==> src/uart_pkg.sv <==
// ==============================
// shared constants and state types for the framed string UART
// import by wildcard in each module header
// ==============================

package uart_pkg;

	// clocking
	localparam int CLK_FREQ     = 50_000_000;
	localparam int BAUD_RATE    = 115_200;
	localparam int CLKS_PER_BIT = CLK_FREQ / BAUD_RATE;
	localparam int HALF_BIT     = CLKS_PER_BIT / 2;
	// width of the bit-period counters
	localparam int CNT_BITS     = $clog2(CLKS_PER_BIT);

	// line framing
	localparam int TX_STOP_BITS = 2;
	localparam int RX_STOP_BITS = 1;

	// string framing, byte 0 sits in the low bits
	localparam logic [7:0] DELIM_CHAR = 8'h26;
	localparam int MAX_STR_BYTES      = 137;
	localparam int STR_BITS           = MAX_STR_BYTES * 8;
	localparam int LEN_BITS           = 8;

	// serial line states
	typedef enum logic [1:0] {
		IDLE,
		START,
		DATA,
		STOP
	} tx_state_e;

	// receive side walks through the same states
	typedef tx_state_e rx_state_e;

	typedef enum logic [2:0] {
		S_IDLE,
		S_SIGN1,
		S_SIGN2,
		S_CONTENT,
		S_SIGN3,
		S_SIGN4,
		S_FINISH
	} send_state_e;

	typedef enum logic [2:0] {
		P_HUNT1,
		P_HUNT2,
		P_CONTENT,
		P_CLOSE,
		P_FINISH
	} parse_state_e;

endpackage

==> src/frame_sender.sv <==
// ==============================
// string sender, wraps the content in "&&" ... "&&"
// pulse tx_req with tx_string and tx_length stable
// ==============================
`timescale 1ns/1ps

module frame_sender
	import uart_pkg::*;
(
	input  logic                sys_clk,
	input  logic                sys_rst_n,
	input  logic [STR_BITS-1:0] tx_string,
	input  logic [LEN_BITS-1:0] tx_length,
	input  logic                tx_req,
	input  logic                byte_done,
	output logic [7:0]          byte_data,
	output logic                byte_req,
	output logic                tx_busy,
	output logic                tx_done
);

	send_state_e         state;
	logic [STR_BITS-1:0] str_buf;
	logic [LEN_BITS-1:0] rem_cnt;
	logic                accept;
	logic                issue_delim;
	logic                issue_char;

	assign accept = (state == S_IDLE) && tx_req;

	// which byte goes to the transmitter next
	always_comb begin
		issue_delim = 1'b0;
		issue_char  = 1'b0;
		case (state)
			S_IDLE:
				issue_delim = tx_req;
			S_SIGN1, S_SIGN3:
				issue_delim = byte_done;
			S_SIGN2, S_CONTENT: begin
				if (byte_done) begin
					if (rem_cnt == '0)
						issue_delim = 1'b1;
					else
						issue_char = 1'b1;
				end
			end
			default: begin
				issue_delim = 1'b0;
				issue_char  = 1'b0;
			end
		endcase
	end

	always_ff @(posedge sys_clk or negedge sys_rst_n) begin
		if (!sys_rst_n) begin
			state    <= S_IDLE;
			rem_cnt  <= '0;
			byte_req <= 1'b0;
		end else begin
			byte_req <= issue_delim | issue_char;
			case (state)
				S_IDLE: begin
					if (tx_req) begin
						state   <= S_SIGN1;
						// longer requests are cut to the buffer size
						rem_cnt <= (tx_length > LEN_BITS'(MAX_STR_BYTES)) ?
							LEN_BITS'(MAX_STR_BYTES) : tx_length;
					end
				end
				S_SIGN1:
					if (byte_done) state <= S_SIGN2;
				S_SIGN2, S_CONTENT: begin
					if (byte_done) begin
						if (rem_cnt == '0) begin
							state <= S_SIGN3;
						end else begin
							state   <= S_CONTENT;
							rem_cnt <= rem_cnt - 1'b1;
						end
					end
				end
				S_SIGN3:
					if (byte_done) state <= S_SIGN4;
				S_SIGN4:
					if (byte_done) state <= S_FINISH;
				S_FINISH:
					state <= S_IDLE;
				default:
					state <= S_IDLE;
			endcase
		end
	end

	// string buffer drains from byte 0 upwards
	always_ff @(posedge sys_clk) begin
		if (accept)
			str_buf <= tx_string;
		else if (issue_char)
			str_buf <= {8'h00, str_buf[STR_BITS-1:8]};
		if (issue_char)
			byte_data <= str_buf[7:0];
		else if (issue_delim)
			byte_data <= DELIM_CHAR;
	end

	assign tx_busy = (state != S_IDLE) && (state != S_FINISH);
	assign tx_done = (state == S_FINISH);

endmodule

==> config.mk <==
export PLATFORM = sky130hd
export DESIGN_NAME = frame_sender
export DESIGN_NICKNAME = d
export VERILOG_FILES = /design/src/uart_pkg.sv /design/src/frame_sender.sv
export SDC_FILE = /design/constraint.sdc
export NUM_CORES = 2
export LEC_CHECK = 0
export BUFFER_PORTS_ARGS = -buffer_cell sky130_fd_sc_hd__buf_2
export CORE_AREA = 3 3 435 437
export DETAILED_ROUTE_END_ITERATION = 10
export DIE_AREA = 0 0 438 440
export GPL_TIMING_DRIVEN = 0
export PLACE_DENSITY = 0.51
export SYNTH_ARGS = -nofsm -noshare
export SYNTH_HDL_FRONTEND = slang
export SYNTH_SLANG_ARGS = --single-unit
export TNS_END_PERCENT = 10
==> constraint.sdc <==
create_clock -name sys_clk -period 29.8 [get_ports sys_clk]
set_input_delay 5.96 -clock sys_clk [delete_from_list [all_inputs] [get_ports sys_clk]]
set_output_delay 5.96 -clock sys_clk [all_outputs]
set_load 0.01 [all_outputs]
* After elaboration in Yosys (flattened, before gate mapping) *
Cells that the tools add are included.

storage, ports and cells
  bits in latches = 0
  bits in writable memories = 0
  memories kept = 0
  bits in registers = 1116
  bits in read-only memories = 0

operators by class
  $mul = 0
  magnitude comparators = 1
  bitwise operators = 1
  equality and inequality tests = 13
  shift-type cells = 0
  add/sub/neg operators = 1
  reduce and logical (&&, ||, !) cells = 12
  multiplexer cells = 22
  div/mod/pow operators = 0

operator list
  operator                                               number
  two-way mux 1096 bit                                   2
  two-way mux 8 bit                                      6
  two-way mux 3 bit                                      6
  case mux 8 bit (2 select lines)                        1
  case mux 3 bit (5 select lines)                        1
  != test 2 bit (second input constant)                  6
  == test 3 bit (second input constant)                  3
  greater-than comparator 8 bit (second input constant)  1
  logical NOT 8 bit                                      1
  subtractor 8 x 1 -> 8 bit (second input constant)      1
  == test 3 x 2 -> 1 bit (second input constant)         2
  nonzero test 2 bit                                     3
  two-way mux 1 bit                                      5
  AND reduction 5 bit                                    1
  AND reduction 4 bit                                    1
  OR reduction 2 bit                                     2
  == test 3 x 1 -> 1 bit (second input constant)         1
  logical NOT 3 bit                                      1
  != test 3 bit (second input constant)                  1
  case mux 1 bit (3 select lines)                        1
  nonzero test 3 bit                                     1
  logical AND 1 bit                                      2
  OR 1 bit                                               1

* Depth between registers and ports, before layout *
  depth in word-level cells = 6
  mapped depth = 8

* Worst setup path before layout *
No wires, ideal clock.

  kind = input-to-reg
  start point = input tx_req
  end point = register rem_cnt[2]
  data arrival time = 19157 ps
  setup time = 136 ps
  data required time = 29664 ps
  stages on the path = 4
  buffers on the path = 0
  slack = 10507 ps
  cells stage by stage = nor4b_4 nor2_4 inv_2 a22o_1

on the way
  longest elaborated chain between the ends = 2

RTL lines
  element                        line                RTL
  start, declared                frame_sender.sv:14  input logic tx_req,
  != test 2 bit (no line)        n/a
  AND reduction 4 bit (no line)  n/a
  end signal, assigned           frame_sender.sv:67  rem_cnt <= (tx_length > LEN_BITS'(MAX_STR_BYTES)) ?
  end signal, assigned           frame_sender.sv:79  rem_cnt <= rem_cnt - 1'b1;
  end, declared                  frame_sender.sv:24  logic [LEN_BITS-1:0] rem_cnt;

Every way passes these cells.
A chain may end at the register's enable or synchronous reset.

* Final worst setup path *
  start point = input tx_req
  end point = register str_buf[250], enable pin

on the way
  longest elaborated chain between the ends = 2

RTL lines
  element                       line                 RTL
  logical AND 1 bit             frame_sender.sv:29   assign accept = (state == S_IDLE) && tx_req;
  nonzero test 2 bit (no line)  n/a
  end signal, assigned          frame_sender.sv:98   str_buf <= tx_string;
  end signal, assigned          frame_sender.sv:100  str_buf <= {8'h00, str_buf[STR_BITS-1:8]};
  end, declared                 frame_sender.sv:23   logic [STR_BITS-1:0] str_buf;

Every way passes these cells.

==> metrics.txt <==
GRT Resource Usage Total=17.8%; P&R area growth vs syn=28.2%; sw frac=30.6%; mean area per synthesized cell=10.0 um^2; H-tree Lvls=4; Synth Area in Adders=0.0264%; cell mode on critical path=buf_16; RSZ-0062 raised after global routing=false; layout cell share with drive strength beyond 1=23.4%; Crit Path Category=in2reg; combinational share of power=22.0%; switching power=1720 uW; num rows=158; via count=37400; critical path data arrival time=9.02 ns; critical-path maximum fanout=131; flops & latches, synth=1116; hold_buf cts=0; Clk Tree Root Cell=clkbuf_16; Hold Vio Cnt, Final=0; Post-Syn Nets=5827; clk_lat worst skew=0.79 ns; post-synthesis xor/xnor area fraction=0%; Gates resized, CTS repair=0; die width=438 um; share of the synthesized area in the top cell type=70.0%; PortBufs=1118; vias in the first global route=36900; number of setup buffers added after CTS=0; initial antenna violation count=133; die height=440 um; Int Pwr=3900 uW; Final Cycle Share=28.9%; DR vias/cell=4.33; starting DRC count in detailed routing=2661; drt pass-1 iters=6; Post-synth ARST share=1.08%; largest family of logic cells by synthesized area=simple AND/OR/NAND/NOR gates; Buf/Inv on CP=5; power per cell area=92.6 mW/mm^2; final period demand of the worst path=8.62 ns; TritonCTS clock tree=built; synth top area cells=edfxtp_1 70%, nand2_1 26%, clkbuf_1 1.2%; routed len/inst=20.6 um; die area=0.193 mm^2; Core ar.=0.185 mm^2; GR Overflow Total=0; Worst-path clk slew=0.06 ns; slew at the pin closest to its max-slew limit=1.12 ns; Post-Synth Simple-Gate Area=26.5%; Initial Util=25.6%; clock buffer depth=3; fmax=0.116 GHz; count leader, synth=nand2_1; Filler Cell Count=19500; area leader, netlist=edfxtp_1; commonest cells in the netlist=3267 x nand2_1, 1104 x edfxtp_1, 146 x clkbuf_1; post-synthesis sequential area ratio=70.6%; CTS sink cnt=1116; CP required=30.21 ns; Core Util, Final=32.8%; predominant post-synthesis flop cell=edfxtp_1; post-synth cell types=47; mapped cell area=0.0474 mm^2; post-synthesis compound-gate area fraction=0.570%; peak per-stage delay on the critical path=0.55 ns; synth warn=0; Top-Level Pins=1119; Final Net Count=7091; critical path endpoint category=flip-flop; P_leak=0.0275 uW; Num CTS Buffers=133; Final Wtd Congestion=0.929; WL final=178000 um; startpoint class of the critical path=primary input; first-pass GRT wire length=248000 um; number of synthesized flops with an enable pin=1104; Clock Skews=0.0320 ns; Final Setup Violations=0; status=finished clean; Post-Syn Instances=4718; max_slew headroom=25.1%; max-cap violations=0; sequential share of power=50.1%; DRC Markers=0; delay-heaviest family, CP=buffers and inverters; hpwl dp=141000 um; power share of the clock group=27.9%; Tightest Hold Check Type=reg2reg; Setup TNS=0 ns; largest net degree at the start of global routing=132; Final ANT Viol Nets=0; Worst IR Drop VDD=0.0721 mV; worst-path cell chain=buf_2 -> nor4b_4 -> nor2_4 -> inv_8 -> buf_16 -> buf_16 -> buf_16; post-synthesis mux area share=0.0422%; fin. max-slew vios=0; CP max-delay cell=buf_16
==> cell usage in the layout (no fill, tap or decap), types with 3 or more instances in the layout <==
cell type  count
clkbuf_1     170
nand2b_1       5
clkinv_16      6
inv_6          6
buf_16         9
diode_2       76
nor3_1         5
nand2_1     3267
nor2_1         5
edfxtp_1    1104
and2_1        13
inv_1          3
nand3b_1       3
bufinv_16      5
buf_2       1219
a31oi_1        3
a21oi_1        7
inv_16         5
dfrtp_1       12
clkbuf_16    133
o21ai_0        3
clkinv_2      20
clkinv_1      28
==> worst register-to-register path: stages, from the launching register on <==
cell and delay [ns]:
dfrtp_1 0.31, buf_2 0.20, nor2b_1 0.42, o311a_4 0.35
nor2_4 0.07, inv_8 0.41, buf_16 0.51, buf_16 0.69
buf_16 0.51
==> flip-flops by register name, indices dropped and copies added, names as in the netlist <==
| name | flops |
|---|---|
| str_buf | 1096 |
| byte_data | 8 |
| rem_cnt | 8 |
| state | 3 |
| byte_req | 1 |
==> per-layer routing <==
metal	wire length, um	up-vias	track usage, %
li1	-	17900	-
met1	72100	17900	21.9
met2	87600	1177	30.2
met3	12900	371	4.94
met4	5240	48	5.36
met5	316	-	0
==> power by group through the flow <==
stage / clock, uW / combinational, uW / sequential [uW]
floorplan: 0 / 786 / 3050
global placement: 0 / 1220 / 3250
detailed placement: 0 / 1260 / 2850
CTS: 1610 / 1270 / 2820
global route: 1670 / 1430 / 2870
finish: 1570 / 1240 / 2820
==> worst paths after layout <==
| path | slack, ns | cells after the start | startpoint | end |
|---|---|---|---|---|
| worst max-delay path | 21.18 | 7 | tx_req | str_buf[250]$_DFFE_PP_ |
| worst min register to register | 0.50 | 1 | str_buf[1]$_DFFE_PP_ | byte_data[1]$_SDFFCE_PN1P_ |
| min in group asynchronous | 5.07 | 1 | sys_rst_n | byte_req$_DFF_PN0_ |
| worst min-delay path | 0.50 | 1 | str_buf[1]$_DFFE_PP_ | byte_data[1]$_SDFFCE_PN1P_ |
| max in group asynchronous | 24.49 | 1 | sys_rst_n | rem_cnt[0]$_DFFE_PN0P_ |
| worst max register to register | 25.83 | 8 | state[1]$_DFFE_PN0P_ | str_buf[250]$_DFFE_PP_ |
==> metrics by stage <==
step	setup WS [ns]	instance area [um^2]	total power, uW	hold WS (ns)	instances
floorplan	10.51	47400	3840	0.471	4718
global placement	4.16	56100	4470	0.485	8316
detailed placement	20.25	56400	4110	0.487	8327
CTS	21.10	60500	5710	0.503	8560
global route	20.99	60600	5980	0.520	8596
finish	21.18	60700	5620	0.496	8636
==> area by class of cell <==
cell class	count	area [um^2]	area share [%]
sequential	1116	33500	55.1
clock inverter	75	746	1.23
inverter	4	22.5	0.0371
antenna	76	190	0.313
timing repair buffer	1129	5870	9.67
clock buffer	158	3420	5.63
tap	2480	3100	5.11
multi-input combinational	3350	12900	21.2
buffer	248	1070	1.76
==> cell families (layout without fill, tap and decap cells) <==
group | Yosys count | count (layout)
muxes | 2 | 2
buffers and inverters | 252 | 1614
other | 0 | 76
and+or+nand+nor | 3311 | 3311
adders and majority gates | 1 | 1
AOI/OAI and AO/OA | 36 | 36
DFF | 1116 | 1116
(Power assumes the default switching activity.)
