$ cat config.mk
export PLATFORM = sky130hd
export DESIGN_NAME = uart_rx
export DESIGN_NICKNAME = d
export VERILOG_FILES = /design/src/uart_pkg.sv /design/src/uart_rx.sv
export SDC_FILE = /design/constraint.sdc
export NUM_CORES = 1
export LEC_CHECK = 0
export BUFFER_PORTS_ARGS = -buffer_cell sky130_fd_sc_hd__buf_2
export CORE_MARGIN = 5
export CORE_UTILIZATION = 25
export DETAILED_ROUTE_END_ITERATION = 7
export PLACE_DENSITY = 0.42
export SLEW_MARGIN = 0
export SYNTH_ARGS = -nofsm -noshare
export SYNTH_HDL_FRONTEND = slang
export SYNTH_SLANG_ARGS = --single-unit
$ cat constraint.sdc
create_clock -name sys_clk -period 2.15 [get_ports sys_clk]
set_input_delay 0.215 -clock sys_clk [delete_from_list [all_inputs] [get_ports sys_clk]]
set_output_delay 0.215 -clock sys_clk [all_outputs]
set_load 0.005 [all_outputs]
$ cat src/uart_pkg.sv
// ==============================
// shared constants and state types for the framed string UART
// import by wildcard in each module header
// ==============================

package uart_pkg;

	// clocking
	localparam int CLK_FREQ     = 50_000_000;
	localparam int BAUD_RATE    = 115_200;
	localparam int CLKS_PER_BIT = CLK_FREQ / BAUD_RATE;
	localparam int HALF_BIT     = CLKS_PER_BIT / 2;
	// width of the bit-period counters
	localparam int CNT_BITS     = $clog2(CLKS_PER_BIT);

	// line framing
	localparam int TX_STOP_BITS = 2;
	localparam int RX_STOP_BITS = 1;

	// string framing, byte 0 sits in the low bits
	localparam logic [7:0] DELIM_CHAR = 8'h26;
	localparam int MAX_STR_BYTES      = 137;
	localparam int STR_BITS           = MAX_STR_BYTES * 8;
	localparam int LEN_BITS           = 8;

	// serial line states
	typedef enum logic [1:0] {
		IDLE,
		START,
		DATA,
		STOP
	} tx_state_e;

	// receive side walks through the same states
	typedef tx_state_e rx_state_e;

	typedef enum logic [2:0] {
		S_IDLE,
		S_SIGN1,
		S_SIGN2,
		S_CONTENT,
		S_SIGN3,
		S_SIGN4,
		S_FINISH
	} send_state_e;

	typedef enum logic [2:0] {
		P_HUNT1,
		P_HUNT2,
		P_CONTENT,
		P_CLOSE,
		P_FINISH
	} parse_state_e;

endpackage

$ cat src/uart_rx.sv
// ==============================
// byte receiver, 8N1, mid-bit sampling
// rx_vld with rx_data on a good stop bit, rx_err on a low one
// ==============================
`timescale 1ns/1ps

module uart_rx
	import uart_pkg::*;
(
	input  logic       sys_clk,
	input  logic       sys_rst_n,
	input  logic       rx,
	output logic [7:0] rx_data,
	output logic       rx_vld,
	output logic       rx_err
);

	rx_state_e           state;
	logic                rx_meta;
	logic                rx_sync;
	logic                rx_prev;
	logic [CNT_BITS-1:0] clk_cnt;
	logic [2:0]          bit_idx;
	logic [7:0]          shift_reg;
	logic                bit_end;
	logic                mid_start;
	logic                start_edge;
	logic                stop_good;

	// two flops into the clock domain, one more for edge detect
	always_ff @(posedge sys_clk or negedge sys_rst_n) begin
		if (!sys_rst_n) begin
			rx_meta <= 1'b1;
			rx_sync <= 1'b1;
			rx_prev <= 1'b1;
		end else begin
			rx_meta <= rx;
			rx_sync <= rx_meta;
			rx_prev <= rx_sync;
		end
	end

	assign start_edge = rx_prev & ~rx_sync;
	assign bit_end    = (clk_cnt == CNT_BITS'(CLKS_PER_BIT - 1));
	assign mid_start  = (clk_cnt == CNT_BITS'(HALF_BIT - 1));
	assign stop_good  = (state == STOP) && bit_end && rx_sync &&
		(bit_idx == 3'(RX_STOP_BITS - 1));

	always_ff @(posedge sys_clk or negedge sys_rst_n) begin
		if (!sys_rst_n) begin
			state   <= IDLE;
			clk_cnt <= '0;
			bit_idx <= '0;
			rx_vld  <= 1'b0;
			rx_err  <= 1'b0;
		end else begin
			rx_vld <= 1'b0;
			rx_err <= 1'b0;
			case (state)
				IDLE: begin
					clk_cnt <= '0;
					if (start_edge)
						state <= START;
				end
				START: begin
					if (mid_start) begin
						clk_cnt <= '0;
						bit_idx <= '0;
						// a glitch that is high again by now is no start bit
						state   <= rx_sync ? IDLE : DATA;
					end else begin
						clk_cnt <= clk_cnt + 1'b1;
					end
				end
				DATA: begin
					if (bit_end) begin
						clk_cnt <= '0;
						if (bit_idx == 3'd7) begin
							bit_idx <= '0;
							state   <= STOP;
						end else begin
							bit_idx <= bit_idx + 1'b1;
						end
					end else begin
						clk_cnt <= clk_cnt + 1'b1;
					end
				end
				STOP: begin
					if (bit_end) begin
						clk_cnt <= '0;
						if (!rx_sync) begin
							rx_err <= 1'b1;
							state  <= IDLE;
						end else if (stop_good) begin
							rx_vld <= 1'b1;
							state  <= IDLE;
						end else begin
							bit_idx <= bit_idx + 1'b1;
						end
					end else begin
						clk_cnt <= clk_cnt + 1'b1;
					end
				end
				default: state <= IDLE;
			endcase
		end
	end

	// LSB arrives first, so shift in from the top
	always_ff @(posedge sys_clk) begin
		if (state == DATA && bit_end)
			shift_reg <= {rx_sync, shift_reg[7:1]};
		if (stop_good)
			rx_data <= shift_reg;
	end

endmodule

# After elaboration in Yosys (flattened, before gate mapping)

Cells that the tools add are included.
W data, S select, Z words.

Register bits: 35
Bits of input ports: 3
Word-level logic and storage cells: 64

Add/subtract/negate cells: 2
Equal/unequal tests: 14
Multiplexer cells: 26
Bitwise gates (word level): 2
Reductions and logical operators: 10

Operators by type and width:

| cell                  | number |
|---|---|
| $pmux W9 S3           | 1 |
| $mux W3               | 6 |
| $mux W9               | 2 |
| $mux W2               | 8 |
| $ne A2 B2 Y1 const B  | 7 |
| $reduce_and A6 Y1     | 2 |
| $add A9 B1 Y9 const B | 1 |
| $eq A9 B8 Y1 const B  | 1 |
| $eq A9 B9 Y1 const B  | 1 |
| $pmux W3 S3           | 1 |
| $pmux W2 S4           | 1 |
| $mux W1               | 7 |
| $eq A2 B2 Y1 const B  | 2 |
| $logic_and A1 B1 Y1   | 4 |
| $add A3 B1 Y3 const B | 1 |
| $eq A3 B3 Y1 const B  | 1 |
| $logic_not A3 Y1      | 1 |
| $ne A3 B3 Y1 const B  | 1 |
| $reduce_bool A3 Y1    | 1 |
| $eq A2 B1 Y1 const B  | 1 |
| $logic_not A2 Y1      | 1 |
| $reduce_or A2 Y1      | 1 |
| $and A1 B1 Y1         | 1 |
| $not A1 Y1            | 1 |

# Logic depth before layout (Yosys ltp)

Word-level depth: 8
Depth in mapped cells: 7

# Least setup slack after synthesis

OpenSTA, ideal clock, no wires.

Kind: register -> register
From: register clk_cnt[1]
To: register rx_data[0], enable pin
Arrival: 1.713 ns
Required time: 1.767 ns
Path slack: 0.053 ns
Cell stages (with the launch flop): 6
Buffers on the path: 0
Clock period less this slack: 2.097 ns
Path through: dfrtp_1 -> inv_1 -> ha_1 -> and4bb_2 -> nand3_1 -> nor3_1

Longest elaborated chain between the ends: 4

Ends and longest elaborated chain:

| what                              | RTL line       | source |
|---|---|---|
| start, declared                   | uart_rx.sv:22  | `logic [CNT_BITS-1:0] clk_cnt;` |
| start signal, assigned            | uart_rx.sv:72  | `clk_cnt <= clk_cnt + 1'b1;` |
| start signal, assigned            | uart_rx.sv:85  | `clk_cnt <= clk_cnt + 1'b1;` |
| start signal, assigned            | uart_rx.sv:101 | `clk_cnt <= clk_cnt + 1'b1;` |
| $eq A9 B9 Y1                      | uart_rx.sv:44  | `assign bit_end = (clk_cnt == CNT_BITS'(CLKS_PER_BIT - 1));` |
| $logic_and A1 B1 Y1 (3 in series) | uart_rx.sv:46  | `assign stop_good = (state == STOP) && bit_end && rx_sync &&` |
| via stop_good                     | uart_rx.sv:28  | `logic stop_good;` |
| end signal, assigned              | uart_rx.sv:114 | `rx_data <= shift_reg;` |
| end, declared                     | uart_rx.sv:13  | `output logic [7:0] rx_data,` |

The timed path passes the listed nets, and every way through them passes these cells.
A chain may end at the register's enable or synchronous reset.

# Worst setup path in the final report

From: register clk_cnt[1]
To: register rx_data[5], enable pin

The elaborated chain is that of the path after synthesis.

==> metrics list <==
* Wirelength per Cell: about 11 um
- Measured along the y axis, the die boundary spans just under 90 um.
- Status: finished clean
- Number of clock sinks: 35
- Across the run, the number of max-cap violations was 0.
- Summed negative setup slack over all endpoints: 0 ns
- I/O pin count: 13
* Cell family with the largest share of critical-path delay: simple AND/OR/NAND/NOR gates
* Number of buffer and inverter instances along the worst setup path: 2
- Crit-path max cell delay: 0.40 ns
- After global routing the overflow that remains totals 0.
- For this run, asynchronously set or reset flops after synthesis account for 0.543.
* Slew margin rel.: 0.720
- TritonCTS built the clock tree.
* Core box area: slightly below 0.006 mm2
* Instance count of the mapped netlist: 113
* Maximum number of pins on one net before global-route repair: 20
* Residual DRC count: 0
* Syn Std Cell Area: around 0.0015 mm2
- In this run, synthesis produced a sequential element count of 35.
- Register area: about 960 um2
- Worst IR drop on VDD: 573 uV
- The worst setup path is of the register to register kind.
- Final core area utilization: 0.306
- The repair_antennas step left the layout with diodes totalling 0.
- The die covers 0.00753 mm2.
- The most used flip-flop cell after synthesis is edfxtp_1.
- Nets@finish: approximately 140
- X dimension of the die: between 80 and 90 um
* Critical path required time: between 2 and 2.5 ns
- Traced cell by cell, the critical path runs through inv_1 > ha_1 > and4bb_2 > nand3_1 > nor3_1 > buf_4.
- At the worst endpoint, the arrival time is approximately 1.9 ns.
- Number of synthesized flops with an enable pin: 16
- Min-delay worst type: input pin to register
- In this run the static leakage power is slightly above 0.7 nW.
- From synthesis to final layout, the design area changed by 20.9%.
* Max Clock Skew: roughly 0.0070 ns
- In the finished design, the share of the clock period the worst path needs comes to 0.870.
- The tree is rooted in a clkbuf_8.
* Routed wire length: ~2300 um
* Buffers on Ports: 12
* DRC violation total after the first TritonRoute iteration: 23
- Once the clock tree was built, the resizer swapped 0 gates to a different size.
- Wire segments on met3 add up to roughly 140 um in the final route.
- A synthesized cell averages ~13 um2.
- Setup violations, final: 0
* Unrepaired setup endpoints after global routing: false
* Total global-route track usage: 0.0713
- The number of hold violations in the final report is 0.
- For the pin with the worst max-slew slack, the measured transition is ~0.42 ns.
- Once detail routing completed, the nets flagged for antenna violations numbered 0.
- Via count of the first global-routing pass: just over 900
* R2R Setup Slk: roughly 0.28 ns
* Minimum clock period after layout: 1.87 ns
* Via density per instance: around 4.1
- At the later pin of the worst-skew pair, clock insertion delay measures ~0.28 ns.
* Reg2reg path depth: 6
- The count of pins over their slew limit came to 0.
* Topmost layer with routed signal wires: met4
* Number of flip-flops in the largest register: 9
* Count of unique library cells instantiated by Yosys: 28
- Power Dens Cells: 942 mW/mm2
- Net count after synthesis: about 120
* RePlAce Congestion: approximately 0.74
* Fmax: around 530 MHz
* Origin of the worst setup path: clk_cnt[1]
* Startpoint of the worst register-to-register path: clk_cnt[1]
- Synth warnings: 0
- Met2 wire length: between 1000 and 1500 um
- The path with the worst hold slack has its endpoint at rx_meta.
- The HPWL after detailed placement is about 1700 um.
* Destination of the worst register-to-register timing path: rx_data[5]
- Number of buffers created by CTS: 5
- Highest net fanout along the worst path: 8
* Kind of end point of the critical path: register
- Starting Density: 0.253
- In the final layout, the share of cells above drive strength 1 is 0.230.
- Post-route met1 wirelength: approximately 1100 um
* Number of placed instances, taps included: roughly 200
- The pre-antenna-repair detailed-routing pass consisted of 4 iterations.
* Setup fix buffers added after clock tree synthesis: 0
* Number of cells on the worst hold path: 1
- Counting the fill cells in the layout gives between 600 and 700.
* Cell with the largest stage delay on the worst path: dfrtp_1
* Portion of the post-synthesis area used by sequential elements: 0.652
* Clock transition at the registers of the reported paths: 0.07 ns
- H-tree lvl count: 2
- Across all layers, the routed design uses ~860 vias.
* Startpoint of the most critical hold path: rx
* Bufs on Longest Clock Path: 2
* Multi-input logic area: around 460 um2
- STA classifies the critical path startpoint as a register.
- In this run the core area contains 28 standard-cell rows.
- After the flow finishes, the layout carries non-filler instances totaling 210.
- The number of antenna violations at the first check in global routing is 0.
* Wire length of the first global-routing pass: 4120 um
-- cells in the mapped netlist (2+ instances only) --
master    count  share of area
nand2b_1      4          0.017
dfstp_2       3          0.054
a21oi_1       3          0.010
o221ai_1      2          0.012
xnor2_1       6          0.036
clkbuf_1      2         0.0051
inv_1         9          0.023
xor2_1        2          0.012
ha_1          6          0.051
nor2_1       15          0.038
dfrtp_1      16           0.27
edfxtp_1     16           0.33
nand3_1       7          0.024
nor3_1        5          0.017
nand2_1       4          0.010
-- where the power goes --
part,switching (W),leakage [nW],internal (W),total [W]
Sequential,0.0000537,0.395,0.000732,0.000786
Clock,0.000219,0.0654,0.000463,0.000683
Combinational,0.000117,0.248,0.0000916,0.000209
-- placed cells by master (no fill, tap or decap), drive strengths merged, types with 4 or more instances in the layout --
master / count
buf: 16
clkbuf: 6
edfxtp: 16
nand2b: 4
nor2: 15
inv: 9
nor3: 5
ha: 6
dfrtp: 16
nand3: 7
nand2: 4
xnor2: 6
-- how the worst max path moves through the flow --
stage	cells past startpoint	slack, ns	endpoint
after floorplan	5	0.05	rx_data[0]
after global placement	6	0.30	rx_data[0]
after detailed placement	6	0.28	rx_data[0]
after CTS	6	0.27	rx_data[4]
after global routing	6	0.12	rx_data[4]
final	6	0.28	rx_data[5]
-- per-stage QoR --
step | setup WS [ns] | area [um2] | power (W) | hold WS, ns
floorplan | 0.0532 | 1470 | 0.000967 | -0.0806
global placement | 0.304 | 1640 | 0.00101 | 0.179
detailed placement | 0.279 | 1640 | 0.00101 | 0.183
CTS | 0.273 | 1780 | 0.00171 | 0.0239
global route | 0.119 | 1780 | 0.00178 | 0.0161
finish | 0.280 | 1780 | 0.00168 | 0.0358
-- cell families after synthesis --
kind of cell	count (synthesis)	share of synthesized area
buffers and inverters	12	0.0357
adders and majority gates	6	0.0510
DFF	35	0.652
AOI/OAI and AO/OA	12	0.0765
and+or+nand+nor	40	0.138
xor gates and xnor gates	8	0.0476
-- metal layers --
layer / track usage / vias to the layer above
met3: 0.0285 / 2
met5: 0 / -
met1: 0.0843 / 405
li1: - / 434
met4: 0.0297 / 0
met2: 0.115 / 20
-- repair_timing --
item                                   in CTS  in global routing
hold buffers                                1                  0
setup endpoints to repair                   0                  0
endpoints found under the hold margin      16                  0
-- final cells by class --
cell class                      count  share of cell area
Clock buffer                        6              0.0408
Clock inverter                      2              0.0337
Sequential cell                    35               0.539
Inverter                            9              0.0190
Multi-Input combinational cell     66               0.259
Timing Repair Buffer               17              0.0562
Tap cell                           75              0.0527
Note: power is estimated with default switching activity, not from simulation.
