===== src/uart_pkg.sv =====
// ==============================
// shared constants and state types for the framed string UART
// import by wildcard in each module header
// ==============================

package uart_pkg;

	// clocking
	localparam int CLK_FREQ     = 50_000_000;
	localparam int BAUD_RATE    = 115_200;
	localparam int CLKS_PER_BIT = CLK_FREQ / BAUD_RATE;
	localparam int HALF_BIT     = CLKS_PER_BIT / 2;
	// width of the bit-period counters
	localparam int CNT_BITS     = $clog2(CLKS_PER_BIT);

	// line framing
	localparam int TX_STOP_BITS = 2;
	localparam int RX_STOP_BITS = 1;

	// string framing, byte 0 sits in the low bits
	localparam logic [7:0] DELIM_CHAR = 8'h26;
	localparam int MAX_STR_BYTES      = 137;
	localparam int STR_BITS           = MAX_STR_BYTES * 8;
	localparam int LEN_BITS           = 8;

	// serial line states
	typedef enum logic [1:0] {
		IDLE,
		START,
		DATA,
		STOP
	} tx_state_e;

	// receive side walks through the same states
	typedef tx_state_e rx_state_e;

	typedef enum logic [2:0] {
		S_IDLE,
		S_SIGN1,
		S_SIGN2,
		S_CONTENT,
		S_SIGN3,
		S_SIGN4,
		S_FINISH
	} send_state_e;

	typedef enum logic [2:0] {
		P_HUNT1,
		P_HUNT2,
		P_CONTENT,
		P_CLOSE,
		P_FINISH
	} parse_state_e;

endpackage


===== src/uart_tx.sv =====
// ==============================
// byte transmitter, 8N2, LSB first
// pulse tx_req while idle, tx_done follows the last stop bit
// ==============================
`timescale 1ns/1ps

module uart_tx
	import uart_pkg::*;
(
	input  logic       sys_clk,
	input  logic       sys_rst_n,
	input  logic [7:0] tx_data,
	input  logic       tx_req,
	output logic       tx,
	output logic       tx_done
);

	tx_state_e           state;
	logic [CNT_BITS-1:0] clk_cnt;
	logic [2:0]          bit_idx;
	logic [7:0]          shift_reg;
	logic                bit_end;

	assign bit_end = (clk_cnt == CNT_BITS'(CLKS_PER_BIT - 1));

	always_ff @(posedge sys_clk or negedge sys_rst_n) begin
		if (!sys_rst_n) begin
			state   <= IDLE;
			clk_cnt <= '0;
			bit_idx <= '0;
			tx      <= 1'b1;
			tx_done <= 1'b0;
		end else begin
			tx_done <= 1'b0;
			case (state)
				IDLE: begin
					clk_cnt <= '0;
					if (tx_req) begin
						state <= START;
						tx    <= 1'b0;
					end
				end
				START: begin
					if (bit_end) begin
						clk_cnt <= '0;
						bit_idx <= '0;
						state   <= DATA;
						tx      <= shift_reg[0];
					end else begin
						clk_cnt <= clk_cnt + 1'b1;
					end
				end
				DATA: begin
					if (bit_end) begin
						clk_cnt <= '0;
						if (bit_idx == 3'd7) begin
							bit_idx <= '0;
							state   <= STOP;
							tx      <= 1'b1;
						end else begin
							bit_idx <= bit_idx + 1'b1;
							// shift_reg moves on this same edge
							tx      <= shift_reg[1];
						end
					end else begin
						clk_cnt <= clk_cnt + 1'b1;
					end
				end
				STOP: begin
					if (bit_end) begin
						clk_cnt <= '0;
						if (bit_idx == 3'(TX_STOP_BITS - 1)) begin
							state   <= IDLE;
							tx_done <= 1'b1;
						end else begin
							bit_idx <= bit_idx + 1'b1;
						end
					end else begin
						clk_cnt <= clk_cnt + 1'b1;
					end
				end
				default: state <= IDLE;
			endcase
		end
	end

	// data byte, shifted right once per data bit
	always_ff @(posedge sys_clk) begin
		if (state == IDLE && tx_req)
			shift_reg <= tx_data;
		else if (state == DATA && bit_end)
			shift_reg <= {1'b0, shift_reg[7:1]};
	end

endmodule


===== config.mk =====
export PLATFORM = sky130hd
export DESIGN_NAME = uart_tx
export DESIGN_NICKNAME = d
export VERILOG_FILES = /design/src/uart_pkg.sv /design/src/uart_tx.sv
export SDC_FILE = /design/constraint.sdc
export NUM_CORES = 1
export LEC_CHECK = 0
export BUFFER_PORTS_ARGS = -buffer_cell sky130_fd_sc_hd__buf_2
export CORE_ASPECT_RATIO = 1.25
export CORE_MARGIN = 2
export CORE_UTILIZATION = 25
export CTS_CLUSTER_DIAMETER = 50
export DETAILED_ROUTE_END_ITERATION = 16
export GPL_TIMING_DRIVEN = 0
export PLACE_DENSITY = 0.49
export SLEW_MARGIN = 15
export SYNTH_ARGS = -nofsm -noshare
export SYNTH_HDL_FRONTEND = slang
export SYNTH_SLANG_ARGS = --single-unit

===== constraint.sdc =====
create_clock -name sys_clk -period 1.72 [get_ports sys_clk]
set_input_delay 0.258 -clock sys_clk [delete_from_list [all_inputs] [get_ports sys_clk]]
set_output_delay 0.258 -clock sys_clk [all_outputs]
set_load 0.05 [all_outputs]

-- Yosys cells after proc, flatten, opt, wreduce, memory -nomap -nowiden
Index checks and enable logic that the tools add are counted.
- add/subtract/negate cells: 2
- equal/unequal tests: 13
- muxes and demuxes: 25
- reductions and logical operators: 10
- operators by type and width (operator ; count):
    one-hot mux 9 bit (2 select lines) ; 1
    two-way mux 8 bit ; 2
    two-way mux 3 bit ; 5
    inequality test 2 bit, second input constant ; 7
    two-way mux 2 bit ; 6
    adder 9 x 1 -> 9 bit, second input constant ; 1
    equality test 9 bit, second input constant ; 1
    two-way mux 9 bit ; 1
    one-hot mux 3 bit (3 select lines) ; 1
    one-hot mux 2 bit (4 select lines) ; 1
    two-way mux 1 bit ; 7
    AND reduction 6 bit ; 1
    nonzero test 3 bit ; 2
    AND reduction 5 bit ; 1
    equality test 2 bit, second input constant ; 2
    AND reduction 4 bit ; 1
    adder 3 x 1 -> 3 bit, second input constant ; 1
    equality test 3 x 1 -> 1 bit, second input constant ; 1
    equality test 3 bit, second input constant ; 1
    one-hot mux 1 bit (3 select lines) ; 1
    OR reduction 3 bit ; 1
    equality test 2 x 1 -> 1 bit, second input constant ; 1
    logical AND 1 bit ; 2
    zero test 2 bit ; 1
    nonzero test 2 bit ; 1
- bits in registers: 24
- bits of input ports: 11
- output and inout bits: 2
- logic and storage cells: 56

-- Longest topological paths before layout
Gate-level depths: netlist of run 1.
- depth in word-level cells: 4
- depth in mapped cells: 7
- mapped depth without buffers: 6

-- Worst setup path before layout of run 1
No wires, ideal clock.
- kind: register to register
- from: reg clk_cnt[1]
- to: reg shift_reg[0] (enable)
- library setup time: 384 ps
- arrival: 1425 ps
- required time: 1336 ps
- setup slack: -89 ps
- stages on the path, launching flop included: 6
- path buffers: 0
- period minus slack after synthesis: 1809 ps
- cells stage by stage: dfrtp_1 > inv_1 > ha_1 > and2_1 > nand3_1 > o21ai_0
- longest elaborated chain between the ends: 3
- ends and longest elaborated chain (what ; line ; RTL):
    start: declaration ; uart_tx.sv:19 ; logic [CNT_BITS-1:0] clk_cnt;
    start signal: assignment ; uart_tx.sv:50 ; clk_cnt <= clk_cnt + 1'b1;
    start signal: assignment ; uart_tx.sv:66 ; clk_cnt <= clk_cnt + 1'b1;
    start signal: assignment ; uart_tx.sv:79 ; clk_cnt <= clk_cnt + 1'b1;
    equality test 9 bit ; uart_tx.sv:24 ; assign bit_end = (clk_cnt == CNT_BITS'(CLKS_PER_BIT - 1));
    logical AND 1 bit ; uart_tx.sv:91 ; else if (state == DATA && bit_end)
    nonzero test 2 bit (no source line) ; -- ;
    end signal: assignment ; uart_tx.sv:90 ; shift_reg <= tx_data;
    end signal: assignment ; uart_tx.sv:92 ; shift_reg <= {1'b0, shift_reg[7:1]};
    end: declaration ; uart_tx.sv:21 ; logic [7:0] shift_reg;
Every way passes these cells.
A chain may end at the register's enable or synchronous reset.

-- Worst setup path in the final report of run 1
- from: reg state[1]
- to: reg bit_idx[1]
- longest elaborated chain between the ends: 3
- elaborated cells between the ends (all ways): 10
- classes of those cells: eq/ne (7); mux (1); reduce/logical (2)
- ends and longest elaborated chain (what ; line ; RTL):
    start: declaration ; uart_tx.sv:18 ; tx_state_e state;
    start signal: assignment ; uart_tx.sv:28 ; state <= IDLE;
    start signal: assignment ; uart_tx.sv:39 ; state <= START;
    start signal: assignment ; uart_tx.sv:47 ; state <= DATA;
    equality test 2 bit / equality test 2 x 1 -> 1 bit (equally long branches) ; uart_tx.sv:35 ; case (state)
    inequality test 2 bit (no source line) / nonzero test 3 bit (equally long branches) ; -- ;
    AND reduction 5 bit (no source line) ; -- ;
    end signal: assignment ; uart_tx.sv:61 ; bit_idx <= bit_idx + 1'b1;
    end signal: assignment ; uart_tx.sv:76 ; bit_idx <= bit_idx + 1'b1;
    end: declaration ; uart_tx.sv:20 ; logic [2:0] bit_idx;
Several ways; a longest one is shown, not always the timed one.

==> run_results.csv, run 1 <==
group,metric,value,unit
synthesis,synthesis.instances,108,
finish,drive_above_1_share,30.2,%
routing,top_layer_used,"met4",
synthesis,synth_top_area_share,29.5,%
power_and_ir_drop,power_density,722,mW/mm^2
synthesis,synth_cell_types,27,
routing,wl_met1,954,um
worst_setup_path,rr_worst_depth,5,
floorplan,io_pins,13,
clock_network,cts_root_buf,"clkbuf_8",
routing,vias_per_cell,4.20,
finish,synthToLayoutAreaGrowth,19.4,%
worst_setup_path,setup.worst_path.end,"bit_idx[1]",
floorplan,dieHeight,83.8,um
worst_setup_path,setup.worst_path.end_class,"flip-flop",
finish,largest_reg_flops,9,
global_route,grt_use_total,8.43,%
synthesis,syn-num-nets,129,
timing,worst_pin_slew,367,ps
run_status,status,"complete, no violations",
synthesis,synthTopCellsByArea,"dfrtp_1 29%, edfxtp_1 19%, ha_1 9.8%",
timing,fmax,0.616,GHz
floorplan,core,0.00501,mm^2
power_and_ir_drop,p_leak,0.633,nW
hold_path,hp-class,"in -> reg",
floorplan,die_x,67.8,um
global_route,grt_pass1_wl,3730,um
timing,fin_tns_setup,0,ps
power_and_ir_drop,vdd_drop_max,0.402,mV
worst_setup_path,crit_fanout,6,
global_route,grt_pass1_vias,876,
clock_network,clkTransAtPathRegs,90,ps
timing,finalMaxSlewViolations,0,
routing,vias,790,
worst_setup_path,cp.buffers_inverters,0,
finish,diodes,0,
routing,antenna_left,0,
synthesis,synth_edf_count,8,
synthesis,ys_ff_latch,24,
placed_design,portBuffers,12,
synthesis,ys_seq_area_share,50.4,%
floorplan,die-area,0.00569,mm^2
synthesis,yosys_warnings,0,
finish,nNetsFinal,148,
global_route,antenna_found_initial,0,
worst_setup_path,crit_type,"reg -> reg",
worst_setup_path,worstPathArrival,1780,ps
clock_network,cts_tree,"done",
synthesis,netlist_area,0.00127,mm^2
worst_setup_path,crit_path_start_kind,"flip-flop",
routing,wl_met2,1010,um
routing,drc,0,
timing,fin_crit,1620,ps
timing,clock_skew,9.18,ps
worst_setup_path,path_depth,5,
timing,setup_viol_count_final,0,
floorplan,num_rows,29,
worst_setup_path,critPathMaxStageDelay,430,ps
clock_network,ctsLongestPathBuffers,2,
synthesis,yosysTopAreaCell,"dfrtp_1",
worst_setup_path,critPathTopFamily,"flip-flops",
flow_run,drv_cap,0,
worst_setup_path,crit_slowest_cell,"dfrtp_1",
timing,slew-limit-headroom,75.5,%
timing,fin_crit_sh,94.3,%
clock_network,numCtsBuffers,3,
worst_setup_path,r2r-end,"bit_idx[1]",
worst_setup_path,crit_chain,"ha_1 -> nor3_2 -> a31o_4 -> nand3b_4 -> mux2_4",
clock_network,cts_sinks,24,
routing,post_drt_wl_per_cell,11.1,um
worst_setup_path,startpoint,"state[1]",
routing,routed-wl-met3,117,um
clock_network,htree_levels,1,
clock_network,insertion_delay,270,ps
placed_design,place_hpwl,1620,um
synthesis,avgSynthCellArea,11.8,um^2
synthesis,synth_most_common_cell,"nor2_1",
routing,drtPass1Iterations,4,
worst_setup_path,rr_startpoint,"state[1]",
global_route,grt_max_degree,17,
floorplan,initial_core_util,25.4,%
synthesis,async_reset_ff_share,66.7,%
synthesis,ys.flop_type,"dfrtp_1",
routing,drt_first_iter_violations,28,
routing,drt-total-wl,2100,um
worst_setup_path,cp.required,1880,ps
timing,hold_viol_final,0,
power_and_ir_drop,power,0.00110,W
placed_design,place_congestion,0.787,
worst_setup_path,r2r_slack,100,ps
global_route,overflow,0,
synthesis,synth_common_cells,"16 x nor2_1, 15 x dfrtp_1, 10 x ha_1, 8 x edfxtp_1",
timing,rsz0062_at_grt,"false",
==> cell families (layout without fill, tap and decap cells) <==
group | Yosys count | count (layout) | share of synthesized area [%]
compound gates | 7 | 7 | 4.42
xor+xnor | 7 | 7 | 4.81
fa+ha+maj | 10 | 10 | 9.82
buf+inv | 7 | 25 | 2.16
flops | 24 | 24 | 50.4
mux | 12 | 12 | 11.3
simple gates | 41 | 41 | 17.1
==> routing by layer <==
metal / vias up / track usage (%)
met5: - / 0
li1: 403 / -
met3: 2 / 3.78
met4: 0 / 1.64
met1: 371 / 10.7
met2: 14 / 13.2
==> worst min-delay path by stage <==
stage	startpoint	to	slack (ps)	cells after the start
floorplan	sys_rst_n	bit_idx[0]	-40	0
global placement	sys_rst_n	clk_cnt[6]	190	1
detailed placement	sys_rst_n	clk_cnt[5]	190	1
CTS	tx_data[3]	shift_reg[3]	280	2
global route	tx_data[2]	shift_reg[2]	280	2
finish	tx_data[6]	shift_reg[6]	290	2
==> layout by cell type, fill, tap and decap left out, types with 2 or more instances in the layout <==
cell and count:
and3_1 2, buf_2 13, clkbuf_8 3, dfrtp_1 15
edfxtp_1 8, ha_1 9, inv_1 6, mux2_2 7
mux2_4 3, mux2i_1 2, nand2_1 6, nand2b_1 3
nand3_1 4, nor2_1 16, nor2b_1 2, nor3_1 2
o21ai_0 2, xnor2_1 5, xor2_1 2
==> report_power, final <==
| group | leakage, nW | switching [W] | internal (W) |
|---|---|---|---|
| combinational | 0.351 | 0.0000105 | 0.00000989 |
| sequential | 0.246 | 0 | 0.000587 |
| clock | 0.0357 | 0.000180 | 0.000311 |
| total | 0.633 | 0.000191 | 0.000908 |
==> stage by stage <==
step | setup WS (ps) | util (%) | instances | hold slack (ps) | instance area (um^2)
floorplan | 127 | - | 108 | -37.6 | 1270
global placement | -82.2 | 28.2 | 182 | 191 | 1410
detailed placement | -130 | 28.2 | 182 | 192 | 1410
CTS | 2.52 | 29.9 | 187 | 283 | 1500
global route | 10.4 | 30.4 | 188 | 276 | 1520
finish | 97.7 | 30.4 | 188 | 288 | 1520
==> layout make-up <==
type,instances,area [um^2]
fillers,522,3490
flip-flops and latches,24,642
multi-input cells,77,626
repair buffers,14,77.6
well taps,62,77.6
clock buffers,3,41.3
clock inverters,1,30.0
inverters,6,22.5
plain buffers,1,5.00
==> what timing repair did <==
| item | in CTS | in global routing |
|---|---|---|
| buffers inserted | 0 | 1 |
| setup endpoints to repair | 8 | 17 |
| resized for setup | 1 | 4 |
| hold buffers | 1 | 0 |
| pin swaps | 0 | 0 |
| hold endpoints to repair | 15 | 0 |
(Power assumes the default switching activity.)
==> inputs of run 2 (changes only) <==
--- a/config.mk
+++ b/config.mk
@@ -11,8 +11,7 @@
 export CORE_UTILIZATION = 25
 export CTS_CLUSTER_DIAMETER = 50
 export DETAILED_ROUTE_END_ITERATION = 16
-export GPL_TIMING_DRIVEN = 0
-export PLACE_DENSITY = 0.49
+export PLACE_DENSITY = 0.47
 export SLEW_MARGIN = 15
 export SYNTH_ARGS = -nofsm -noshare
 export SYNTH_HDL_FRONTEND = slang
==> constraint.sdc (replaced) <==
create_clock -name sys_clk -period 1.69 [get_ports sys_clk]
set_input_delay 0.2535 -clock sys_clk [delete_from_list [all_inputs] [get_ports sys_clk]]
set_output_delay 0.2535 -clock sys_clk [all_outputs]
set_load 0.05 [all_outputs]
==> run 2 against run 1 <==
Effect of this change: combinational power about the same; worst setup slack better by 18 ps; final area is 2.3% lower; largest power group unchanged; highest routed layer unchanged; clock skew shrank 4.1 ps; utilization shrank 0.70 points; clock power fell by 30%.
==> run_results.csv, run 2 (synthesis results as in run 1) <==
group,metric,value,unit
run_status,status,"complete, no violations",
global_route,antenna_found_initial,0,
routing,vias_per_cell,4.21,
routing,drc,0,
timing,fin_crit,1570,ps
worst_setup_path,r2r_slack,120,ps
routing,drtPass1Iterations,4,
worst_setup_path,setup.worst_path.end_class,"flip-flop",
power_and_ir_drop,power,0.000960,W
clock_network,htree_levels,1,
floorplan,dieHeight,83.8,um
floorplan,num_rows,29,
routing,antenna_left,0,
finish,nNetsFinal,148,
clock_network,cts_tree,"done",
global_route,grt_pass1_vias,823,
routing,vias,792,
worst_setup_path,cp.buffers_inverters,1,
routing,post_drt_wl_per_cell,11.3,um
timing,postLayoutSetupSlackWorst,116,ps
placed_design,portBuffers,12,
clock_network,insertion_delay,260,ps
power_and_ir_drop,power_density,646,mW/mm^2
floorplan,die-area,0.00569,mm^2
worst_setup_path,critPathTopFamily,"flip-flops",
finish,final_cell_mix,"16 x nor2_1, 15 x dfrtp_1, 12 x buf_2, 9 x ha_1, 8 x edfxtp_1",
worst_setup_path,crit_fanout,6,
global_route,overflow,0,
worst_setup_path,worstPathArrival,1730,ps
timing,hold_viol_final,0,
placed_design,place_congestion,0.789,
routing,drt-total-wl,2130,um
floorplan,core,0.00501,mm^2
worst_setup_path,setup.worst_path.end,"bit_idx[1]",
clock_network,clkTransAtPathRegs,80,ps
global_route,grt_pass1_wl,3730,um
worst_setup_path,critPathMaxStageDelay,400,ps
worst_setup_path,path_depth,6,
timing,setup_viol_count_final,0,
global_route,grt_use_total,8.89,%
worst_setup_path,startpoint,"state[0]",
worst_setup_path,rr_worst_depth,6,
hold_path,hp-class,"in -> reg",
clock_network,cts_root_buf,"clkbuf_8",
clock_network,ctsLongestPathBuffers,2,
worst_setup_path,cp.required,1850,ps
placed_design,place_hpwl,1650,um
finish,diodes,0,
finish,synthToLayoutAreaGrowth,16.7,%
timing,fmax,0.635,GHz
placed_design,post-place-ws,17.6,ps
clock_network,numCtsBuffers,3,
power_and_ir_drop,p_leak,0.618,nW
timing,worst_pin_slew,372,ps
floorplan,die_x,67.8,um
finish,largest_reg_flops,9,
finish,drive_above_1_share,28.6,%
floorplan,initial_core_util,25.4,%
timing,rsz0062_at_grt,"false",
flow_run,drv_cap,0,
timing,fin_crit_sh,93.2,%
clock_network,cts_sinks,24,
timing,clock_skew,5.07,ps
worst_setup_path,crit_path_start_kind,"flip-flop",
routing,drt_first_iter_violations,9,
worst_setup_path,crit_slowest_cell,"dfrtp_1",
timing,slew-limit-headroom,75.2,%
worst_setup_path,rr_startpoint,"state[0]",
worst_setup_path,r2r-end,"bit_idx[1]",
worst_setup_path,crit_chain,"inv_1 -> ha_2 -> nor3_2 -> a31o_4 -> nand3b_4 -> mux2_4",
finish,mostFrequentLayoutCell,"nor2_1",
power_and_ir_drop,vdd_drop_max,0.369,mV
timing,finalMaxSlewViolations,0,
floorplan,io_pins,13,
worst_setup_path,crit_type,"reg -> reg",
timing,fin_tns_setup,0,ps
global_route,grt_max_degree,17,
[run 2: cell types whose count changed in the layout (fill, tap and decap cells not counted), sizes merged]
cell	before	now
clkbuf	3	4
bufinv	1	0
[run 2: layout make-up]
type                    count  area [um^2]
inverters                   6         22.5
fillers                   528         3520
flip-flops and latches     24          642
repair buffers             15         85.1
multi-input cells          77          614
well taps                  62         77.6
clock buffers               4         45.0
[run 2: stage by stage]
step / instances / hold WS, ps / utilization, % / cell area, um^2
after floorplan: 108 / -42.1 / - / 1270
after global placement: 183 / 187 / 28.4 / 1420
after detailed placement: 183 / 193 / 28.4 / 1420
after CTS: 188 / 280 / 29.5 / 1480
after global routing: 188 / 280 / 29.7 / 1490
final: 188 / 287 / 29.7 / 1490
[run 2: worst min path at each step]
stage                        end  cells after the start  startpoint
floorplan             bit_idx[0]                      0   sys_rst_n
global placement      clk_cnt[5]                      1   sys_rst_n
finish              shift_reg[0]                      2  tx_data[0]
CTS                 shift_reg[0]                      2  tx_data[0]
global route        shift_reg[4]                      2  tx_data[4]
detailed placement    clk_cnt[5]                      1   sys_rst_n
[run 2: what timing repair did]
item	CTS	global route
hold endpoints to repair	15	0
endpoints found under the setup margin	0	18
gates resized for setup	0	3
hold buffers	1	0
setup buffers	0	0
[run 2: layer usage]
metal / track usage (%) / share of wire, % / wire length, um
met2: 15.2 / 50 / 1080
met1: 10.4 / 43 / 923
met3: 3.24 / 5.2 / 110
met5: 0 / 0 / 0
met4: 2.18 / 0.94 / 20
[run 2: report_power, final]
group	internal, W	leakage, nW	total [W]	switching [W]
Clock	0.000168	0.0228	0.000342	0.000174
Sequential	0.000597	0.246	0.000597	0
Combinational	0.0000100	0.349	0.0000206	0.0000106
Total	0.000775	0.618	0.000960	0.000184
==> inputs of run 3 (changes only) <==
--- a/config.mk
+++ b/config.mk
@@ -11,7 +11,7 @@
 export CORE_UTILIZATION = 25
 export CTS_CLUSTER_DIAMETER = 50
 export DETAILED_ROUTE_END_ITERATION = 16
-export PLACE_DENSITY = 0.47
+export PLACE_DENSITY_LB_ADDON = 0.25
 export SLEW_MARGIN = 15
 export SYNTH_ARGS = -nofsm -noshare
 export SYNTH_HDL_FRONTEND = slang
==> run 3 against run 2 <==
Effect of this change: sequential power hardly changed; hold slack got worse by 1.7 ps; largest power group unchanged; count of clock-buffer cells in the layout unchanged; routed wire length down 0.94%; highest routed layer unchanged; largest cell class unchanged.
==> run_results.csv, run 3 (synthesis results as in run 1) <==
group,metric,value,unit
global_route,grt_max_degree,17,
finish,post-route-util,30.2,%
global_route,grt_pass1_wl,3780,um
floorplan,initial_core_util,25.4,%
timing,clock_skew,0.770,ps
floorplan,core,0.00501,mm^2
finish,diodes,0,
global_route,grt_use_total,8.85,%
global_route,overflow,0,
routing,antenna_left,0,
flow_run,drv_cap,0,
hold_path,min_path_cells,2,
worst_setup_path,critPathTopFamily,"flip-flops",
placed_design,portBuffers,12,
timing,finalMaxSlewViolations,0,
hold_path,hp-class,"in -> reg",
routing,vias_per_cell,4.14,
clock_network,insertion_delay,270,ps
clock_network,numCtsBuffers,3,
power_and_ir_drop,p_leak,0.617,nW
routing,drt-total-wl,2110,um
finish,drive_above_1_share,29.1,%
finish,mostFrequentLayoutCell,"nor2_1",
timing,rsz0062_at_grt,"false",
worst_setup_path,crit_fanout,4,
worst_setup_path,worstPathArrival,1760,ps
finish,nNetsFinal,149,
power_and_ir_drop,vdd_drop_max,0.262,mV
timing,postLayoutSetupSlackWorst,91.8,ps
worst_setup_path,rr_worst_depth,6,
global_route,antenna_found_initial,0,
finish,layout.cells.non_filler,189,
worst_setup_path,crit_path_start_kind,"flip-flop",
worst_setup_path,crit_slowest_cell,"dfrtp_1",
worst_setup_path,crit_chain,"inv_1 -> ha_1 -> nor3_4 -> a31o_4 -> nand3b_4 -> mux2_4",
clock_network,cts_tree,"done",
clock_network,cts_sinks,24,
routing,drc,0,
timing,whs,285,ps
timing,fmax,0.626,GHz
clock_network,htree_levels,1,
finish,final_cell_mix,"16 x nor2_1, 15 x dfrtp_1, 12 x buf_2, 9 x ha_1, 8 x edfxtp_1",
placed_design,place_congestion,0.771,
run_status,status,"complete, no violations",
worst_setup_path,setup.worst_path.end_class,"flip-flop",
placed_design,place_hpwl,1590,um
floorplan,die_x,67.8,um
routing,post_drt_wl_per_cell,11.2,um
floorplan,dieHeight,83.8,um
timing,slew-limit-headroom,74.7,%
global_route,grt_pass1_vias,821,
worst_setup_path,critPathMaxStageDelay,440,ps
routing,drtPass1Iterations,4,
worst_setup_path,cp.buffers_inverters,1,
floorplan,io_pins,13,
finish,largest_reg_flops,9,
worst_setup_path,path_depth,6,
routing,drt_first_iter_violations,23,
worst_setup_path,crit_type,"reg -> reg",
clock_network,clkTransAtPathRegs,80,ps
routing,vias,783,
timing,worst_pin_slew,380,ps
finish,synthToLayoutAreaGrowth,18.6,%
worst_setup_path,cp.required,1850,ps
placed_design,post-place-ws,-31.9,ps
clock_network,ctsLongestPathBuffers,2,
timing,fin_crit_sh,94.6,%
floorplan,num_rows,29,
placed_design,place_inst,183,
floorplan,die-area,0.00569,mm^2
clock_network,cts_root_buf,"clkbuf_8",
timing,fin_crit,1600,ps
power_and_ir_drop,power_density,642,mW/mm^2
timing,hold_viol_final,0,
timing,setup_viol_count_final,0,
## run 3: cell types whose count changed in the layout (fill, tap and decap cells not counted), sizes merged
cell | previous run | this run
buf | 14 | 15
## run 3: stage by stage
step	TNS (ps)	power, W	cell area [um^2]
after global placement	0	0.000628	1420
after global routing	0	0.00101	1510
after floorplan	0	0.000610	1270
after detailed placement	-86.7	0.000629	1420
after CTS	0	0.000983	1480
final	0	0.000970	1510
## run 3: worst paths after layout
check / startpoint / end / slack (ps)
max: state[1] / bit_idx[0] / 90
min: tx_data[1] / shift_reg[1] / 290
max reg2reg: state[1] / bit_idx[0] / 90
min reg2reg: clk_cnt[0] / clk_cnt[0] / 500
max in group asynchronous: sys_rst_n / tx / 950
min in group asynchronous: sys_rst_n / clk_cnt[4] / 430
## run 3: final cells by class
| type | count | area, um^2 |
|---|---|---|
| Inverter | 6 | 22.5 |
| Timing Repair Buffer | 16 | 92.6 |
| Multi-Input combinational cell | 77 | 631 |
| Tap cell | 62 | 77.6 |
| Fill cell | 518 | 3500 |
| Clock buffer | 4 | 45.0 |
| Sequential cell | 24 | 642 |
## run 3: timing repair
item                                    CTS  global route
setup buffers                             0             1
pin swaps                                 0             0
endpoints found under the setup margin    3            18
resized for setup                         1             4
hold endpoints to repair                 15             0
hold buffers                              1             0
## run 3: report_power, final
part	total, W	switching (W)	internal (W)
registers	0.000597	0	0.000597
clock network	0.000352	0.000183	0.000169
logic	0.0000208	0.0000107	0.0000100
total	0.000970	0.000194	0.000776
## run 3: metal layers
| metal | up-vias | GRT usage (%) | wire, um |
|---|---|---|---|
| li1 | 401 | - | - |
| met1 | 363 | 10.6 | 912 |
| met2 | 15 | 14.5 | 1020 |
| met3 | 4 | 3.24 | 147 |
| met4 | 0 | 2.73 | 26 |
| met5 | - | 0 | 0 |
